[src/lsu_defines.svh]
// LSU data and strobe widths, exception code width
// Response tag FIFO depth and pointer widths
// Opcode match and mask patterns for the supported loads and stores
// Exception cause codes
`ifndef LSU_DEFINES_SVH
`define LSU_DEFINES_SVH

// Datapath widths
`define LSU_XLEN            32
`define LSU_STRB_W          4
`define LSU_EXC_W           6

// Response tag FIFO, counter holds 0 to depth
`define LSU_FIFO_DEPTH      2
`define LSU_FIFO_PTR_W      1
`define LSU_FIFO_CNT_W      2

// Loads
`define LSU_INST_LB         32'h00000003
`define LSU_INST_LB_MASK    32'h0000707f
`define LSU_INST_LH         32'h00001003
`define LSU_INST_LH_MASK    32'h0000707f
`define LSU_INST_LW         32'h00002003
`define LSU_INST_LW_MASK    32'h0000707f
`define LSU_INST_LBU        32'h00004003
`define LSU_INST_LBU_MASK   32'h0000707f
`define LSU_INST_LHU        32'h00005003
`define LSU_INST_LHU_MASK   32'h0000707f

// Stores
`define LSU_INST_SB         32'h00000023
`define LSU_INST_SB_MASK    32'h0000707f
`define LSU_INST_SH         32'h00001023
`define LSU_INST_SH_MASK    32'h0000707f
`define LSU_INST_SW         32'h00002023
`define LSU_INST_SW_MASK    32'h0000707f

// Exception causes, zero means none
`define LSU_EXC_MISALIGNED_LOAD     6'd4
`define LSU_EXC_FAULT_LOAD          6'd5
`define LSU_EXC_MISALIGNED_STORE    6'd6
`define LSU_EXC_FAULT_STORE         6'd7

`endif

[src/lsu_pkg.sv]
// LSU shared types
// Instruction word with I-type and S-type field views

package lsu_pkg;

    // Loads see one 12-bit immediate, stores see it split around rs2
    typedef union packed {
        // I-type view
        struct packed {
            logic [11:0] imm;
            logic [4:0]  rs1;
            logic [2:0]  funct3;
            logic [4:0]  rd;
            logic [6:0]  opcode;
        } i;
        // S-type view
        struct packed {
            logic [6:0]  imm_hi;
            logic [4:0]  rs2;
            logic [4:0]  rs1;
            logic [2:0]  funct3;
            logic [4:0]  imm_lo;
            logic [6:0]  opcode;
        } s;
    } opcode_u;

endpackage

[src/lsu_tag_if.sv]
// Response tag bundle between issuer, tag FIFO and formatter
// Push side tag fields, FIFO head fields, misalign answer and squash
`timescale 1ns/1ps
`include "lsu_defines.svh"

interface lsu_tag_if;

    // Issuer to FIFO
    logic                   push;
    logic [`LSU_XLEN-1:0]   tag_addr;
    logic                   tag_load;
    logic                   tag_signed;
    logic                   tag_half;
    logic                   tag_byte;

    // FIFO head to formatter
    logic                   head_valid;
    logic [`LSU_XLEN-1:0]   head_addr;
    logic                   head_load;
    logic                   head_signed;
    logic                   head_half;
    logic                   head_byte;

    // Formatter pops, issuer answers misaligned ops locally
    logic                   pop;
    logic                   misalign_ack;
    logic                   fault_seen;

    modport issue (
        output push, tag_addr, tag_load, tag_signed, tag_half, tag_byte, misalign_ack,
        input  fault_seen
    );

    modport fifo (
        input  push, tag_addr, tag_load, tag_signed, tag_half, tag_byte, pop,
        output head_valid, head_addr, head_load, head_signed, head_half, head_byte
    );

    modport resp (
        output pop, fault_seen,
        input  head_valid, head_addr, head_load, head_signed, head_half, head_byte,
        input  misalign_ack
    );

endinterface

[src/lsu_issue.sv]
// LSU request issuer
// Opcode decode, effective address and store lane placement
// E1 request register, outstanding response tracking and fault squash
`timescale 1ns/1ps
`include "lsu_defines.svh"

module lsu_issue (
    input  logic                    clk,
    input  logic                    rst_n,
    input  logic                    opcode_valid_i,
    input  lsu_pkg::opcode_u        opcode_i,
    input  logic [`LSU_XLEN-1:0]    ra_operand_i,
    input  logic [`LSU_XLEN-1:0]    rb_operand_i,
    input  logic                    mem_accept_i,
    input  logic                    mem_ack_i,
    output logic [`LSU_XLEN-1:0]    mem_addr_o,
    output logic [`LSU_XLEN-1:0]    mem_data_wr_o,
    output logic                    mem_rd_o,
    output logic [`LSU_STRB_W-1:0]  mem_wr_o,
    output logic                    stall_o,
    lsu_tag_if.issue                tag
);

    // --------------------
    // Decode
    // --------------------
    logic lb_w;
    logic lh_w;
    logic lw_w;
    logic lbu_w;
    logic lhu_w;
    logic sb_w;
    logic sh_w;
    logic sw_w;
    logic load_w;
    logic byte_w;
    logic half_w;
    logic word_w;
    logic signed_w;

    assign lb_w  = (opcode_i & `LSU_INST_LB_MASK) == `LSU_INST_LB;
    assign lh_w  = (opcode_i & `LSU_INST_LH_MASK) == `LSU_INST_LH;
    assign lw_w  = (opcode_i & `LSU_INST_LW_MASK) == `LSU_INST_LW;
    assign lbu_w = (opcode_i & `LSU_INST_LBU_MASK) == `LSU_INST_LBU;
    assign lhu_w = (opcode_i & `LSU_INST_LHU_MASK) == `LSU_INST_LHU;
    assign sb_w  = (opcode_i & `LSU_INST_SB_MASK) == `LSU_INST_SB;
    assign sh_w  = (opcode_i & `LSU_INST_SH_MASK) == `LSU_INST_SH;
    assign sw_w  = (opcode_i & `LSU_INST_SW_MASK) == `LSU_INST_SW;

    assign load_w   = lb_w | lh_w | lw_w | lbu_w | lhu_w;
    assign byte_w   = lb_w | lbu_w | sb_w;
    assign half_w   = lh_w | lhu_w | sh_w;
    assign word_w   = lw_w | sw_w;
    assign signed_w = lb_w | lh_w;

    // --------------------
    // Address and lanes
    // --------------------
    logic [`LSU_XLEN-1:0]   imm_w;
    logic [`LSU_XLEN-1:0]   addr_w;
    logic                   misalign_w;
    logic [`LSU_XLEN-1:0]   wr_data_w;
    logic [`LSU_STRB_W-1:0] wr_strb_w;

    // I-immediate for loads, split S-immediate for stores
    assign imm_w = load_w ?
        {{(`LSU_XLEN-12){opcode_i.i.imm[11]}}, opcode_i.i.imm} :
        {{(`LSU_XLEN-12){opcode_i.s.imm_hi[6]}}, opcode_i.s.imm_hi, opcode_i.s.imm_lo};

    assign addr_w     = ra_operand_i + imm_w;
    assign misalign_w = (word_w & (addr_w[1:0] != 2'b00)) | (half_w & addr_w[0]);

    // Narrow store data is replicated so every candidate lane carries it
    always_comb
    begin
        wr_data_w = rb_operand_i;
        wr_strb_w = '0;
        if (sw_w)
            wr_strb_w = 4'b1111;
        else if (sh_w)
        begin
            wr_data_w = {2{rb_operand_i[15:0]}};
            wr_strb_w = addr_w[1] ? 4'b1100 : 4'b0011;
        end
        else if (sb_w)
        begin
            wr_data_w = {4{rb_operand_i[7:0]}};
            wr_strb_w = 4'b0001 << addr_w[1:0];
        end
    end

    // --------------------
    // E1 and tracking
    // --------------------
    logic                   rd_q;
    logic [`LSU_STRB_W-1:0] wr_q;
    logic                   misalign_q;
    logic                   misalign_ack_q;
    logic                   pending_q;
    logic [`LSU_XLEN-1:0]   addr_q;
    logic [`LSU_XLEN-1:0]   data_q;
    logic                   load_q;
    logic                   signed_q;
    logic                   half_q;
    logic                   byte_q;
    logic                   delay_w;
    logic                   req_vis_w;
    logic                   issue_w;
    logic                   misalign_push_w;

    // Hold the next op while the outstanding response is late or faulting
    assign delay_w   = pending_q & ~(mem_ack_i & ~tag.fault_seen);
    assign mem_rd_o  = rd_q & ~delay_w;
    assign mem_wr_o  = wr_q & ~{`LSU_STRB_W{delay_w}};
    assign req_vis_w = mem_rd_o | (|mem_wr_o);
    assign issue_w   = req_vis_w & mem_accept_i;

    // One local answer per misaligned op
    assign misalign_push_w = misalign_q & ~delay_w & ~misalign_ack_q;

    assign stall_o = (req_vis_w & ~mem_accept_i) | delay_w | misalign_q;

    always_ff @(posedge clk or negedge rst_n)
    begin
        if (!rst_n)
        begin
            rd_q       <= 1'b0;
            wr_q       <= '0;
            misalign_q <= 1'b0;
        end
        else if (tag.fault_seen)
        begin
            // Squash whatever sits behind the fault
            rd_q       <= 1'b0;
            wr_q       <= '0;
            misalign_q <= 1'b0;
        end
        else if (!stall_o)
        begin
            rd_q       <= opcode_valid_i & load_w & ~misalign_w;
            wr_q       <= (opcode_valid_i & ~misalign_w) ? wr_strb_w : '0;
            misalign_q <= opcode_valid_i & misalign_w;
        end
    end

    always_ff @(posedge clk)
    begin
        if (!stall_o)
        begin
            addr_q   <= addr_w;
            data_q   <= wr_data_w;
            load_q   <= load_w;
            signed_q <= signed_w;
            half_q   <= half_w;
            byte_q   <= byte_w;
        end
    end

    always_ff @(posedge clk or negedge rst_n)
    begin
        if (!rst_n)
        begin
            pending_q      <= 1'b0;
            misalign_ack_q <= 1'b0;
        end
        else
        begin
            misalign_ack_q <= misalign_push_w;
            if (issue_w)
                pending_q <= 1'b1;
            else if (mem_ack_i)
                pending_q <= 1'b0;
        end
    end

    assign mem_addr_o    = {addr_q[`LSU_XLEN-1:2], 2'b00};
    assign mem_data_wr_o = data_q;

    // Tag goes out with every accepted request or local answer
    assign tag.push         = issue_w | misalign_push_w;
    assign tag.tag_addr     = addr_q;
    assign tag.tag_load     = load_q;
    assign tag.tag_signed   = signed_q;
    assign tag.tag_half     = half_q;
    assign tag.tag_byte     = byte_q;
    assign tag.misalign_ack = misalign_ack_q;

    a_rd_wr_exclusive: assert property (@(posedge clk) disable iff (!rst_n)
        !(mem_rd_o && (|mem_wr_o)));

    // A refused request is presented again unchanged
    a_req_stable: assert property (@(posedge clk) disable iff (!rst_n)
        (req_vis_w && !mem_accept_i) |=>
        ($stable(mem_rd_o) && $stable(mem_wr_o) && $stable(mem_addr_o) &&
         $stable(mem_data_wr_o)));

endmodule

[src/lsu_response.sv]
// LSU response formatter
// Load lane extraction and sign or zero extension
// Exception selection and squash request to the issuer
`timescale 1ns/1ps
`include "lsu_defines.svh"

module lsu_response (
    input  logic                    mem_ack_i,
    input  logic                    mem_error_i,
    input  logic [`LSU_XLEN-1:0]    mem_data_rd_i,
    output logic                    writeback_valid_o,
    output logic [`LSU_XLEN-1:0]    writeback_value_o,
    output logic [`LSU_EXC_W-1:0]   writeback_exception_o,
    lsu_tag_if.resp                 tag
);

    logic                   bus_fault_w;
    logic                   fault_w;
    logic [7:0]             byte_w;
    logic [15:0]            half_w;
    logic [`LSU_XLEN-1:0]   load_value_w;

    assign bus_fault_w = mem_ack_i & mem_error_i;
    assign fault_w     = bus_fault_w | tag.misalign_ack;

    // Every memory ack or local answer retires the head tag
    assign tag.pop        = mem_ack_i | tag.misalign_ack;
    assign tag.fault_seen = fault_w;

    // --------------------
    // Load data
    // --------------------
    always_comb
    begin
        case (tag.head_addr[1:0])
            2'd0:    byte_w = mem_data_rd_i[7:0];
            2'd1:    byte_w = mem_data_rd_i[15:8];
            2'd2:    byte_w = mem_data_rd_i[23:16];
            default: byte_w = mem_data_rd_i[31:24];
        endcase

        half_w = tag.head_addr[1] ? mem_data_rd_i[31:16] : mem_data_rd_i[15:0];

        if (tag.head_byte)
            load_value_w = {{(`LSU_XLEN-8){tag.head_signed & byte_w[7]}}, byte_w};
        else if (tag.head_half)
            load_value_w = {{(`LSU_XLEN-16){tag.head_signed & half_w[15]}}, half_w};
        else
            load_value_w = mem_data_rd_i;
    end

    // --------------------
    // Writeback
    // --------------------
    assign writeback_valid_o = mem_ack_i | tag.misalign_ack;

    // Faults report the effective address
    assign writeback_value_o = fault_w ? tag.head_addr :
                               (mem_ack_i && tag.head_load) ? load_value_w : '0;

    // Misalignment wins over a bus error
    always_comb
    begin
        if (tag.misalign_ack)
            writeback_exception_o = tag.head_load ? `LSU_EXC_MISALIGNED_LOAD :
                                                    `LSU_EXC_MISALIGNED_STORE;
        else if (bus_fault_w)
            writeback_exception_o = tag.head_load ? `LSU_EXC_FAULT_LOAD :
                                                    `LSU_EXC_FAULT_STORE;
        else
            writeback_exception_o = '0;
    end

    // A response without an issued request means the memory broke ordering
    always_comb
    begin
        if (mem_ack_i)
            assert (tag.head_valid)
            else $error("lsu_response: memory ack with no tag in the FIFO");
    end

endmodule

[src/lsu_tag_fifo.sv]
// Two-entry response tag FIFO
// Circular buffer with read and write pointers and an occupancy count
`timescale 1ns/1ps
`include "lsu_defines.svh"

module lsu_tag_fifo (
    input  logic    clk,
    input  logic    rst_n,
    lsu_tag_if.fifo tag
);

    logic [`LSU_XLEN+3:0]       entry_q [`LSU_FIFO_DEPTH];
    logic [`LSU_FIFO_PTR_W-1:0] wr_ptr_q;
    logic [`LSU_FIFO_PTR_W-1:0] rd_ptr_q;
    logic [`LSU_FIFO_CNT_W-1:0] count_q;
    logic                       full_w;

    assign full_w = (count_q == `LSU_FIFO_CNT_W'(`LSU_FIFO_DEPTH));

    // Tag storage holds the address then the load, signed, half and byte flags
    always_ff @(posedge clk)
    begin
        if (tag.push)
            entry_q[wr_ptr_q] <= {tag.tag_addr, tag.tag_load, tag.tag_signed,
                                  tag.tag_half, tag.tag_byte};
    end

    always_ff @(posedge clk or negedge rst_n)
    begin
        if (!rst_n)
        begin
            wr_ptr_q <= '0;
            rd_ptr_q <= '0;
            count_q  <= '0;
        end
        else
        begin
            if (tag.push)
                wr_ptr_q <= wr_ptr_q + 1'b1;
            if (tag.pop)
                rd_ptr_q <= rd_ptr_q + 1'b1;
            if (tag.push && !tag.pop)
                count_q <= count_q + `LSU_FIFO_CNT_W'(1);
            else if (!tag.push && tag.pop)
                count_q <= count_q - `LSU_FIFO_CNT_W'(1);
        end
    end

    assign tag.head_valid = (count_q != '0);
    assign {tag.head_addr, tag.head_load, tag.head_signed, tag.head_half, tag.head_byte} =
        entry_q[rd_ptr_q];

    a_no_overflow: assert property (@(posedge clk) disable iff (!rst_n)
        tag.push |-> !full_w);

    a_no_underflow: assert property (@(posedge clk) disable iff (!rst_n)
        tag.pop |-> tag.head_valid);

endmodule

[src/lsu_top.sv]
// Load/store unit top level
// Issuer, response tag FIFO and response formatter on one tag bundle
`timescale 1ns/1ps
`include "lsu_defines.svh"

module lsu_top (
    input  logic                    clk,
    input  logic                    rst_n,

    // Core side
    input  logic                    opcode_valid_i,
    input  logic [`LSU_XLEN-1:0]    opcode_i,
    input  logic [`LSU_XLEN-1:0]    ra_operand_i,
    input  logic [`LSU_XLEN-1:0]    rb_operand_i,
    output logic                    stall_o,

    // Memory request
    output logic [`LSU_XLEN-1:0]    mem_addr_o,
    output logic [`LSU_XLEN-1:0]    mem_data_wr_o,
    output logic                    mem_rd_o,
    output logic [`LSU_STRB_W-1:0]  mem_wr_o,

    // Memory response
    input  logic                    mem_accept_i,
    input  logic                    mem_ack_i,
    input  logic                    mem_error_i,
    input  logic [`LSU_XLEN-1:0]    mem_data_rd_i,

    // Writeback
    output logic                    writeback_valid_o,
    output logic [`LSU_XLEN-1:0]    writeback_value_o,
    output logic [`LSU_EXC_W-1:0]   writeback_exception_o
);

    lsu_tag_if u_tag_if ();

    lsu_issue u_issue (
        .clk            (clk),
        .rst_n          (rst_n),
        .opcode_valid_i (opcode_valid_i),
        .opcode_i       (opcode_i),
        .ra_operand_i   (ra_operand_i),
        .rb_operand_i   (rb_operand_i),
        .mem_accept_i   (mem_accept_i),
        .mem_ack_i      (mem_ack_i),
        .mem_addr_o     (mem_addr_o),
        .mem_data_wr_o  (mem_data_wr_o),
        .mem_rd_o       (mem_rd_o),
        .mem_wr_o       (mem_wr_o),
        .stall_o        (stall_o),
        .tag            (u_tag_if.issue)
    );

    lsu_tag_fifo u_tag_fifo (
        .clk   (clk),
        .rst_n (rst_n),
        .tag   (u_tag_if.fifo)
    );

    lsu_response u_response (
        .mem_ack_i             (mem_ack_i),
        .mem_error_i           (mem_error_i),
        .mem_data_rd_i         (mem_data_rd_i),
        .writeback_valid_o     (writeback_valid_o),
        .writeback_value_o     (writeback_value_o),
        .writeback_exception_o (writeback_exception_o),
        .tag                   (u_tag_if.resp)
    );

endmodule
[config.mk]
export PLATFORM = sky130hd
export DESIGN_NAME = lsu_top
export DESIGN_NICKNAME = d
export VERILOG_FILES = /design/src/lsu_pkg.sv /design/src/lsu_tag_if.sv /design/src/lsu_issue.sv /design/src/lsu_response.sv /design/src/lsu_tag_fifo.sv /design/src/lsu_top.sv
export VERILOG_INCLUDE_DIRS = /design/src /design/src/src
export SDC_FILE = /design/constraint.sdc
export NUM_CORES = 1
export LEC_CHECK = 0
export BUFFER_PORTS_ARGS = -buffer_cell sky130_fd_sc_hd__buf_4
export CAP_MARGIN = 20
export CORE_MARGIN = 3
export CORE_UTILIZATION = 25
export CTS_CLUSTER_DIAMETER = 50
export DETAILED_ROUTE_END_ITERATION = 16
export MAX_ROUTING_LAYER = met4
export PLACE_DENSITY = 0.43
export SLEW_MARGIN = 40
export SYNTH_ARGS = -nofsm -noshare
export SYNTH_HDL_FRONTEND = slang
export SYNTH_SLANG_ARGS = --single-unit
[constraint.sdc]
create_clock -name clk -period 3.5 [get_ports clk]
set_input_delay 0.35 -clock clk [delete_from_list [all_inputs] [get_ports clk]]
set_output_delay 0.35 -clock clk [all_outputs]
set_load 0.02 [all_outputs]
==> results of run 1 <==
what timing repair did:
| action | CTS | global route |
|---|---|---|
| endpoints found under the hold margin | 10 | 0 |
| setup buffers | 0 | 2 |
| gates resized for setup | 0 | 4 |
| setup endpoints to repair | 0 | 22 |
| hold buffers | 1 | 0 |
per-stage QoR:
step                      setup TNS (ns)  worst slack, ns  cells  hold slack [ns]
final                                  0            0.152   1396            0.123
after CTS                              0           0.0226   1394           0.0941
after global routing                   0           0.0123   1396           0.0957
after global placement             -3.97           -0.360   1362            0.188
after detailed placement           -4.57           -0.410   1362            0.190
after floorplan                   -0.132          -0.0742    724           0.0544
power by group:
part	switching [uW]	internal (uW)	total, uW	leakage, uW
Clock	743	1130	1870	0.000286
Sequential	185	2160	2340	0.00151
Combinational	909	754	1660	0.00285
Total	1840	4040	5870	0.00464
critical path, stage by stage:
cell and delay, ns:
buf_4 0.12, nor4_4 0.26, nand3_2 0.14, nor3_4 0.25, buf_12 0.15, mux2_4 0.30
ha_4 0.16, fa_2 0.35, a21o_1 0.20, a221o_2 0.41, a31oi_4 0.20, o41a_4 0.20
nor3_2 0.06, a311oi_2 0.26, xnor2_1 0.09
layout by cell type (no fill, tap or decap), types with 8 or more instances in the layout:
cell type / instances
nor2b_1: 8
a21oi_1: 36
o22ai_1: 8
clkbuf_16: 17
ha_1: 30
o21a_1: 8
xor2_1: 14
nand2_1: 89
o21ai_0: 38
o221ai_1: 25
dfrtp_1: 9
xnor2_1: 19
edfxtp_1: 140
nor2_1: 41
mux2i_1: 52
nand3_1: 19
buf_4: 264
cells by family (layout without fill, tap and decap cells):
group	count (synthesis)	in the layout	share of synthesized area [%]
XOR/XNOR	33	33	3.42
AND/OR/NAND/NOR	204	204	11.4
AO/OA/AOI/OAI	158	158	12.8
multiplexers	69	69	9.55
flip-flops	150	150	52.7
adder cells (fa/ha/maj)	32	32	4.83
other	1	5	0.0444
buffers and inverters	73	303	5.26
area by class of cell:
| type | count | area share [%] |
|---|---|---|
| Sequential cell | 150 | 39.4 |
| Multi-Input combinational cell | 501 | 32.4 |
| Timing Repair Buffer | 266 | 17.8 |
| Tap cell | 442 | 4.89 |
| Clock buffer | 17 | 3.76 |
| Clock inverter | 14 | 1.56 |
| Inverter | 6 | 0.199 |
metal layers:
layer	GRT usage, %	vias up
met5	-	-
met3	2.51	27
met2	23.1	153
met4	4.15	0
met1	20.3	2997
li1	-	3141
state kept, by name, summed over array words and instances, names as in the netlist:
name	count
u_issue.mem_data_wr_o	32
u_issue.misalign_q	1
u_issue.tag.tag_load	1
u_issue.tag.tag_half	1
u_tag_fifo.entry_q	72
u_tag_fifo.wr_ptr_q	1
u_issue.pending_q	1
u_issue.tag.tag_signed	1
u_issue.rd_q	1
u_issue.tag.tag_addr	32
u_issue.tag.misalign_ack	1
u_issue.wr_q	4
u_tag_fifo.rd_ptr_q	1
u_issue.tag.tag_byte	1
worst paths after layout:
path	to	slack (ns)	depth (start not counted)
max	u_issue.tag.tag_addr[28]	0.15	15
min	u_issue.mem_data_wr_o[6]	0.12	1
max reg2reg	u_tag_fifo.entry_q[1][20]	1.16	6
min reg2reg	u_tag_fifo.entry_q[0][5]	0.44	0
max in group asynchronous	u_tag_fifo.rd_ptr_q	3.05	2
min in group asynchronous	u_issue.wr_q[0]	0.30	2
==> impl_results.md, run 1 <==
- Most used flip-flop cell after synthesis: edfxtp_1
- Register area share after synthesis: 52.7%
- Reg area: 4460 sq um
- Tightest Pin Transition: 0.531 ns
- Met2 WL: 12.2 mm
- Worst path arrival time: 3.52 ns
- Area leader, netlist: edfxtp_1
- Worst r2r src: u_issue.tag.misalign_ack
- Cells after synthesis: 720
- Count leader, synth: edfxtp_1
- Via count: 6,318
- DRC viols: 0
- CP required: 3.67 ns
- Initial Util: 25.6%
- CTS root buf: clkbuf_16
- Fill count: 3,294
- Count of cell types in the netlist: 71
- Post-place instance area: 10,700 sq um
- Worst vdd ir: 319 uV
- Final setup violating endpoints: 0
- Overall Power: 5870 uW
- Die X: 190 microns
- Die span in y: 190 microns
- Design area: 11,300 sq um
- Max Used Layer: met4
- Core Area: 32,900 sq um
- Synthesized area: 8450 sq um
- Worst Hold Class: input port to flop
- Vias/cell: 4.53
- Maxcap violations: 0
- Area Overhead vs Synth: 33.8%
- ANT nets after route: 0
- Metal-1 WL: 12.6 mm
- Pin count of the biggest net entering global routing: 37
- Status: finished, final reports clean
- Total GRT Usage: 14.9%
- PortBufs: 232
- Clock buffer depth: 2
- Worst-path clk slew: 0.07 ns
- Wire length per cell: 18.9 microns
- Leakage power: 0.00464 uW
- FF+latch count, synth: 150
- Asr flop ratio synth: 6.67%
- Pwr dens: 520 nW/um^2
- Layout net count: 1,108
- Final count of pins violating max slew: 0
- Drt pass-1 iters: 4
- Min Tclk post-route: 3.35 ns
- CTS tree: done
- Startpoint class of the critical path: input port
- Hold Fails Final Rpt: 0
- I/O pin count: 243
- Yosys top cell area share: 49.8%
- EDFF count, synth: 140
- RSZ-0062 raised after global routing: false
- Rows: 66
- Sink Count: 150
- Hold Startpoint: rb_operand_i[6]
- Skew final: 0.0102 ns
- Initial antenna violation count: 0
- H-tree depth: 4
- Area of the multi-input gates: 3660 sq um
- DR WL met3: 1.07 mm
- Top cells by count, synth: edfxtp_1 (140), nand2_1 (89), mux2i_1 (52), nor2_1 (42)
- Vias in the first global route: 6,378
- Fmax: 299 MHz
- Final WL: 26.4 mm
- CP max FO: 5
- Finished Core Util: 34.3%
- DPL Wire Length: 20.6 mm
- Clock Latency Late Sink: 0.42 ns
- GR Overflow Total: 0
- Top cells by area, synth: edfxtp_1 (50%), mux2i_1 (6.2%), ha_1 (4.6%)
- Diode count: 0
- Ys Warns: 0
- Period utilization: 95.7%
- Share of cells above drive strength 1: 35.5%
- Die Area: 36,000 sq um
- Critical path class: input port to flop
- First-pass GRT wire length: 39.6 mm
- Avg Inst Size Synth: 11.7 sq um
- Placer Congestion: 0.801
- CP Capture Type: flop
- Relative slew slack: 64.6%
- CTS Buf Count: 17
- Number of DRC markers in iteration 0: 271
- CP Launch Point: opcode_i[3]
Power figures use the tool's default switching activity.
==> inputs of run 2 (changes only) <==
--- a/config.mk
+++ b/config.mk
@@ -6,14 +6,15 @@
 export SDC_FILE = /design/constraint.sdc
 export NUM_CORES = 1
 export LEC_CHECK = 0
+export ABC_AREA = 1
 export BUFFER_PORTS_ARGS = -buffer_cell sky130_fd_sc_hd__buf_4
 export CAP_MARGIN = 20
 export CORE_MARGIN = 3
 export CORE_UTILIZATION = 25
 export CTS_CLUSTER_DIAMETER = 50
 export DETAILED_ROUTE_END_ITERATION = 16
+export GPL_TIMING_DRIVEN = 0
 export MAX_ROUTING_LAYER = met4
-export PLACE_DENSITY = 0.43
 export SLEW_MARGIN = 40
 export SYNTH_ARGS = -nofsm -noshare
 export SYNTH_HDL_FRONTEND = slang
==> run 2 against run 1 <==
Effect of this change:
- total power increased by 11%
- sequential cell count unchanged
- non-clock buffer count increased by 35
- largest cell class unchanged
- clock-buffer cell count unchanged
- sequential share of layout area decreased by 3.4 points
- fmax increased by 6.5%
- clock power about the same
- critical path depth increased by 4
==> impl_results.md, run 2 <==
- Status: finished, final reports clean
- GR Overflow Total: 0 (unchanged)
- Tightest Pin Transition: 0.619 ns (+0.0878 ns)
- Count of cell types in the netlist: 44 (-38%)
- Maxcap violations: 0 (unchanged)
- Mux contribution to synthesized area: 1.68% (-7.9 points)
- Leading cell types in the layout, fill and taps excluded: nand2_1 (373), buf_4 (267), edfxtp_1 (140)
- H-tree depth: 4 (unchanged)
- Most common cell after layout, fill and taps aside: nand2_1
- Worst-path clk slew: 0.07 ns (about the same)
- CP max stage cell: fa_1
- Post-place instance area: 11,800 sq um (+11%)
- Fmax: 318 MHz (+6.5%)
- Largest family of logic cells by synthesized area: simple AND/OR/NAND/NOR gates
- RSZ-0062 raised after global routing: false
- Worst path arrival time: 3.28 ns (-0.24 ns)
- Clock buffer depth: 2 (unchanged)
- Cts hold-fix bufs: 1 (unchanged)
- Rows: 70 (+6.1%)
- Min Tclk post-route: 3.14 ns (-0.204 ns)
- Synthesized area: 9310 sq um (+10%)
- Yosys top cell area share: 45.1% (-4.6 points)
- Worst r2r src: u_issue.tag.misalign_ack
- Die Area: 39,600 sq um (+9.9%)
- Met2 usage in global routing: 25.8% (+2.7 points)
- Sequential share of power: 34.4% (-5.4 points)
- Area Overhead vs Synth: 32.9%
- CP required: 3.64 ns (-0.03 ns)
- Hold WS: 0.128 ns (+0.00469 ns)
- R2R Setup Slk: 1.31 ns (+0.15 ns)
- Post-synthesis compound-gate area fraction: 8.70% (-4.0 points)
- Die span in y: 199 microns (+4.8%)
- Area of the multi-input gates: 4060 sq um (+11%)
- CP max stage delay: 0.41 ns (about the same)
- DPL Wire Length: 24.4 mm (+18%)
- Cells after synthesis: 1,124 (+56%)
- Crit-path cells: buf_4 -> nor2_1 -> nand2_1 -> nor2_1 -> nand2_1 -> nand3_2 -> mux2_2 -> ha_1 -> fa_1 -> nand3_1 -> nand2_1 -> nand2_1 -> nand2_1 -> nand2_1 -> nand2_1 -> nand2_1 -> nand3_1 -> nand2_1 -> nand2_1
- Register area share after synthesis: 47.8% (-4.9 points)
- Synth Area in XOR/XNOR: 1.69% (-1.7 points)
- Skew final: 0.00865 ns (-0.00151 ns)
- Hold Startpoint: rb_operand_i[3]
- FF+latch count, synth: 150 (unchanged)
- Vias in the first global route: 8,126 (+27%)
- Final setup violating endpoints: 0 (unchanged)
- Pwr dens: 527 nW/um^2 (+1.4%)
- Ys Warns: 0 (unchanged)
- DRC viols: 0 (unchanged)
- Met3 Resource Use GR: 1.81% (-0.69 points)
- Hold Fails Final Rpt: 0 (unchanged)
- Cells on Worst Hold Path: 1 (unchanged)
- Post-Synth Simple-Gate Area: 26.7% (+15 points)
- EDFF count, synth: 140 (unchanged)
- Count leader, synth: nand2_1
- Most used flip-flop cell after synthesis: edfxtp_1
- Vias/cell: 4.42 (-2.4%)
- Met1 GRT Util: 20.2% (-0.078 points)
- Adder-cell share of the synthesized area: 4.38% (-0.45 points)
- Fill count: 3,843 (+17%)
- Worst Path Buf+Inv: 1 (-1)
- Comb power frac: 37.2% (+8.9 points)
- CP max FO: 7 (+2)
- Placer Congestion: 0.880 (+9.8%)
- Most frequent CP cell: nand2_1
- Final WL: 29.8 mm (+13%)
- Overall Power: 6520 uW (+11%)
- Area leader, netlist: edfxtp_1
- Cell family with most CP delay: simple AND/OR/NAND/NOR gates
- Critical path class: input port to flop
- Worst Hold Class: input port to flop
- Most flops, register: u_tag_fifo.entry_q
- I/O pin count: 243 (unchanged)
- Via count: 8,241 (+30%)
- Diode count: 0 (unchanged)
- Clk network pwr share: 28.4% (-3.4 points)
- Drt pass-1 iters: 5 (+1)
- Switching power total: 2420 uW (+32%)
- Relative slew slack: 58.7% (-5.9 points)
- Sink Count: 150 (unchanged)
- Cts repair resizes: 0 (unchanged)
- Clock Latency Late Sink: 0.42 ns (about the same)
- Final count of pins violating max slew: 0 (unchanged)
- Initial Util: 25.4% (-0.26 points)
- Final cell count without fillers: 1,866 (+34%)
- Wire length per cell: 16.0 microns (-15%)
- Inst Count DP: 1,833 (+35%)
- FF-to-FF End: u_issue.tag.tag_addr[29]
- Pin count of the biggest net entering global routing: 36 (-2.7%)
- WHS Endpoint: u_issue.mem_data_wr_o[3]
- Startpoint class of the critical path: input port
- Layout net count: 1,551 (+40%)
- Reg2reg path depth: 9 (+3)
- CTS tree: done
- Number of DRC markers in iteration 0: 469 (+73%)
- Top cells by count, synth: nand2_1 (373), edfxtp_1 (140), inv_1 (111), nand3_1 (87), nor2_1 (82)
- Internal: 4100 uW (+1.7%)
- CP Capture Type: flop
- PortBufs: 232 (unchanged)
- CTS Buf Count: 17 (unchanged)
- Initial antenna violation count: 0 (unchanged)
- Share of cells above drive strength 1: 26.1% (-9.4 points)
- Top cells by area, synth: edfxtp_1 (45%), nand2_1 (15%), nand3_1 (4.7%)
- Switching Fraction: 37.1% (+5.8 points)
- Avg Inst Size Synth: 8.29 sq um (-29%)
- Total GRT Usage: 15.5% (+0.56 points)
- ANT nets after route: 0 (unchanged)
- Asr flop ratio synth: 6.67% (unchanged)
- Design area: 12,400 sq um (+9.6%)
- Period utilization: 89.8% (-5.8 points)
- Reg area: 4450 sq um (about the same)
- Finished Core Util: 33.7% (-0.56 points)
- Setup bufs post-CTS: 0 (unchanged)
- GRT busiest layer: met2
- Worst vdd ir: 294 uV (-8.1%)
- Die X: 199 microns (+4.8%)
- CTS root buf: clkbuf_16
- First-pass GRT wire length: 45.8 mm (+16%)
- Core Area: 36,700 sq um (+11%)
- Largest register FFs: 72 (unchanged)
- Leakage power: 0.00585 uW (+26%)
==> run 2: worst register-to-register path, stage by stage (launching register included) <==
cell     delay, ns
dfrtp_1       0.38
inv_2         0.05
nand3_1       0.09
nand2_1       0.15
o31ai_1       0.10
nand2_1       0.11
nand2_1       0.09
nand3_2       0.23
inv_6         0.37
buf_12        0.27
==> run 2: layer usage <==
metal / vias up / routed length [microns]
met1: 3755 / 13500
li1: 4222 / -
met5: - / 0
met2: 238 / 14500
met3: 26 / 1410
met4: 0 / 428
==> run 2: worst max path at each step <==
stage                     slack (ns)                startpoint                   endpoint  cells past startpoint
after floorplan                 0.36  u_issue.tag.misalign_ack   u_tag_fifo.entry_q[0][0]                      7
after global placement         -0.87               mem_error_i  u_tag_fifo.entry_q[0][26]                      8
after detailed placement       -0.06               opcode_i[5]   u_issue.tag.tag_addr[26]                     19
after CTS                       0.38               opcode_i[5]   u_issue.tag.tag_addr[26]                     19
after global routing           0.004               opcode_i[5]   u_issue.tag.tag_addr[28]                     19
final                           0.36               opcode_i[5]   u_issue.tag.tag_addr[26]                     19
==> run 2: power by group through the flow <==
stage / clock network [uW] / logic [uW] / registers (uW)
2_1_floorplan: 0 / 1540 / 2240
3_3_place_gp: 0 / 2410 / 2280
3_5_place_dp: 0 / 2430 / 2290
4_1_cts: 1890 / 2440 / 2250
5_1_grt: 1980 / 2680 / 2260
6_report: 1850 / 2430 / 2250
==> run 2: cells by family after synthesis <==
kind of cell,Yosys count
adders and majority gates,32
AOI/OAI and AO/OA,144
xor gates and xnor gates,18
DFF,150
muxes,14
and+or+nand+nor,586
buffers and inverters,179
other,1
==> run 2: layout make-up <==
class                   count  share of cell area [%]
repair buffers            238                    14.9
multi-input cells         799                    32.8
clock inverters            15                    1.37
well taps                 468                    4.73
flip-flops and latches    150                    36.0
clock buffers              17                    3.44
inverters                 116                    3.58
plain buffers              63                    3.23
==> run 2: metrics by stage <==
step | setup WS (ns) | setup TNS [ns]
final | 0.356 | 0
after global routing | 0.00388 | 0
after CTS | 0.378 | 0
after detailed placement | -0.0641 | -0.224
after global placement | -0.873 | -79.13
after floorplan | 0.365 | 0
==> inputs of run 3 (changes only) <==
--- a/config.mk
+++ b/config.mk
@@ -7,12 +7,12 @@
 export NUM_CORES = 1
 export LEC_CHECK = 0
 export ABC_AREA = 1
-export BUFFER_PORTS_ARGS = -buffer_cell sky130_fd_sc_hd__buf_4
 export CAP_MARGIN = 20
 export CORE_MARGIN = 3
 export CORE_UTILIZATION = 25
 export CTS_CLUSTER_DIAMETER = 50
 export DETAILED_ROUTE_END_ITERATION = 16
+export DONT_BUFFER_PORTS = 1
 export GPL_TIMING_DRIVEN = 0
 export MAX_ROUTING_LAYER = met4
 export SLEW_MARGIN = 40
==> run 3 against run 2 <==
Effect of this change:
- first-iteration DRC count decreased by 28%
- largest cell class unchanged
- critical path type unchanged
- non-clock buffer count shrank 224
- core utilization is 4.5 points lower
- sequential power increased by 2%
- critical endpoint unchanged
- design area shrank 13%
- hold slack worse by 0.094 ns
- setup slack gained 0.070 ns
- via count decreased by 11%
==> impl_results.md, run 3 (synthesis results as in run 2) <==
- Status: finished, final reports clean
- Worst path arrival time: 3.22 ns (-0.06 ns)
- Clock Latency Late Sink: 0.42 ns (about the same)
- Largest register FFs: 72 (unchanged)
- CP max FO: 7 (unchanged)
- R2R Setup Slk: 1.21 ns (-0.10 ns)
- Tightest Pin Transition: 0.761 ns (+0.142 ns)
- Worst-path clk slew: 0.06 ns (about the same)
- RSZ-0062 raised after global routing: false
- Relative slew slack: 48.7% (-10 points)
- Finished Core Util: 29.2% (-4.5 points)
- Leading cell types in the layout, fill and taps excluded: nand2_1 (373), edfxtp_1 (140), inv_1 (110)
- I/O pin count: 243 (unchanged)
- Most flops, register: u_tag_fifo.entry_q
- Critical path class: input port to flop
- DPL Wire Length: 23.5 mm (-3.9%)
- Worst vdd ir: 300 uV (+2.0%)
- Initial Util: 25.4% (unchanged)
- Die Area: 39,600 sq um (unchanged)
- Final count of pins violating max slew: 0 (unchanged)
- Internal: 3790 uW (-7.7%)
- CP required: 3.64 ns (about the same)
- Die span in y: 199 microns (unchanged)
- Final setup violating endpoints: 0 (unchanged)
- Drt pass-1 iters: 5 (unchanged)
- Wire length per cell: 17.3 microns (+8.3%)
- Overall Power: 6050 uW (-7.2%)
- DP Worst Slack: -0.0305 ns (+0.0336 ns)
- Startpoint class of the critical path: input port
- WHS Endpoint: u_issue.pending_q
- Sequential share of power: 37.8% (+3.4 points)
- Setup bufs post-CTS: 0 (unchanged)
- Die X: 199 microns (unchanged)
- Cts repair resizes: 0 (unchanged)
- Design area: 10,700 sq um (-13%)
- Switching Fraction: 37.4% (+0.34 points)
- Reg2reg path depth: 9 (unchanged)
- CTS Buf Count: 17 (unchanged)
- Pin count of the biggest net entering global routing: 52 (+44%)
- CP Capture Type: flop
- FF-to-FF End: u_issue.tag.tag_addr[18]
- Rows: 70 (unchanged)
- Min Tclk post-route: 3.07 ns (-0.0703 ns)
- Final WL: 28.5 mm (-4.7%)
- Fmax: 325 MHz (+2.3%)
- ANT nets after route: 0 (unchanged)
- Initial antenna violation count: 0 (unchanged)
- Leakage power: 0.00475 uW (-19%)
- Hold Fails Final Rpt: 0 (unchanged)
- Placer Congestion: 0.912 (+3.7%)
- Skew final: 0.00799 ns (-0.000661 ns)
- DRC viols: 0 (unchanged)
- Share of cells above drive strength 1: 11.2% (-15 points)
- Vias in the first global route: 7,283 (-10%)
- Clk network pwr share: 29.6% (+1.2 points)
- Number of DRC markers in iteration 0: 337 (-28%)
- Setup WS post-layout: 0.427 ns (+0.0703 ns)
- H-tree depth: 4 (unchanged)
- Total GRT Usage: 14.7% (-0.75 points)
- Core Area: 36,700 sq um (unchanged)
- Diode count: 0 (unchanged)
- GR Overflow Total: 0 (unchanged)
- Sink Count: 150 (unchanged)
- Switching power total: 2260 uW (-6.3%)
- CTS root buf: clkbuf_16
- Period utilization: 87.8% (-2.0 points)
- Comb power frac: 32.6% (-4.6 points)
- Worst Hold Class: input port to flop
- Vias/cell: 4.48 (+1.5%)
- Post-place instance area: 10,000 sq um (-15%)
- Layout net count: 1,327 (-14%)
- Area Overhead vs Synth: 15.0%
- CTS tree: done
- Maxcap violations: 0 (unchanged)
- Pwr dens: 565 nW/um^2 (+7.2%)
- Cells on Worst Hold Path: 1 (unchanged)
- PortBufs: 0 (-100%)
- Hold Startpoint: mem_ack_i
- Most common cell after layout, fill and taps aside: nand2_1
- First-pass GRT wire length: 42.7 mm (-6.9%)
- Worst r2r src: u_issue.tag.misalign_ack
- Clock buffer depth: 2 (unchanged)
- Via count: 7,357 (-11%)
[run 3: worst max-delay path, cell delays in order]
cell	delay (ns)
nor2_1	0.22
nand2_1	0.09
nor2_1	0.15
nand2_1	0.10
nand3_2	0.27
mux2_2	0.39
ha_1	0.22
fa_1	0.44
nand3_1	0.11
nand2_1	0.13
nand2_1	0.09
nand2_1	0.09
nand2_1	0.08
nand2_1	0.11
nand2_1	0.12
nand3_1	0.07
nand2_1	0.06
nand2_1	0.10
[run 3: how the worst max path moves through the flow]
stage          slack (ns)                     start                   endpoint
4_1_cts              0.42               opcode_i[5]   u_issue.tag.tag_addr[28]
5_1_grt              0.14               opcode_i[5]   u_issue.tag.tag_addr[26]
2_1_floorplan        0.36  u_issue.tag.misalign_ack   u_tag_fifo.entry_q[0][0]
3_3_place_gp        -0.85  u_issue.tag.misalign_ack  u_tag_fifo.entry_q[0][32]
3_5_place_dp        -0.03               opcode_i[5]   u_issue.tag.tag_addr[28]
6_report             0.43               opcode_i[5]   u_issue.tag.tag_addr[26]
[run 3: layout make-up]
cell class | instances | area (sq um)
well taps | 468 | 586
repair buffers | 14 | 190
flip-flops and latches | 150 | 4450
fillers | 3872 | 26000
plain buffers | 63 | 400
inverters | 116 | 443
clock buffers | 18 | 429
multi-input cells | 799 | 4060
clock inverters | 14 | 151
[run 3: power groups by stage]
stage / sequential [uW] / clock [uW] / combinational (uW)
floorplan: 2240 / 0 / 1540
global placement: 2320 / 0 / 1970
detailed placement: 2330 / 0 / 1980
CTS: 2290 / 1840 / 1990
global route: 2310 / 1930 / 2210
finish: 2290 / 1790 / 1970
[run 3: per-layer routing]
layer  vias up  global-route usage, %  routed length (microns)
li1       3773                      -                        -
met1      3344                   18.6                    12800
met2       216                   24.0                    13600
met3        24                   2.83                     1600
met4         0                   4.29                      512
met5         -                      -                        0
[run 3: repair_timing]
| item | CTS | global route |
|---|---|---|
| setup endpoints to repair | 0 | 0 |
| endpoints found under the hold margin | 17 | 1 |
| hold buffers | 8 | 1 |
[run 3: through the flow]
stage / hold slack (ns) / std cells / TNS (ns)
floorplan: 0.0544 / 1128 / 0
global placement: 0.0548 / 1596 / -79.35
detailed placement: 0.0548 / 1601 / -0.0576
CTS: 0.00465 / 1641 / 0
global route: 0.0450 / 1642 / 0
finish: 0.0339 / 1642 / 0
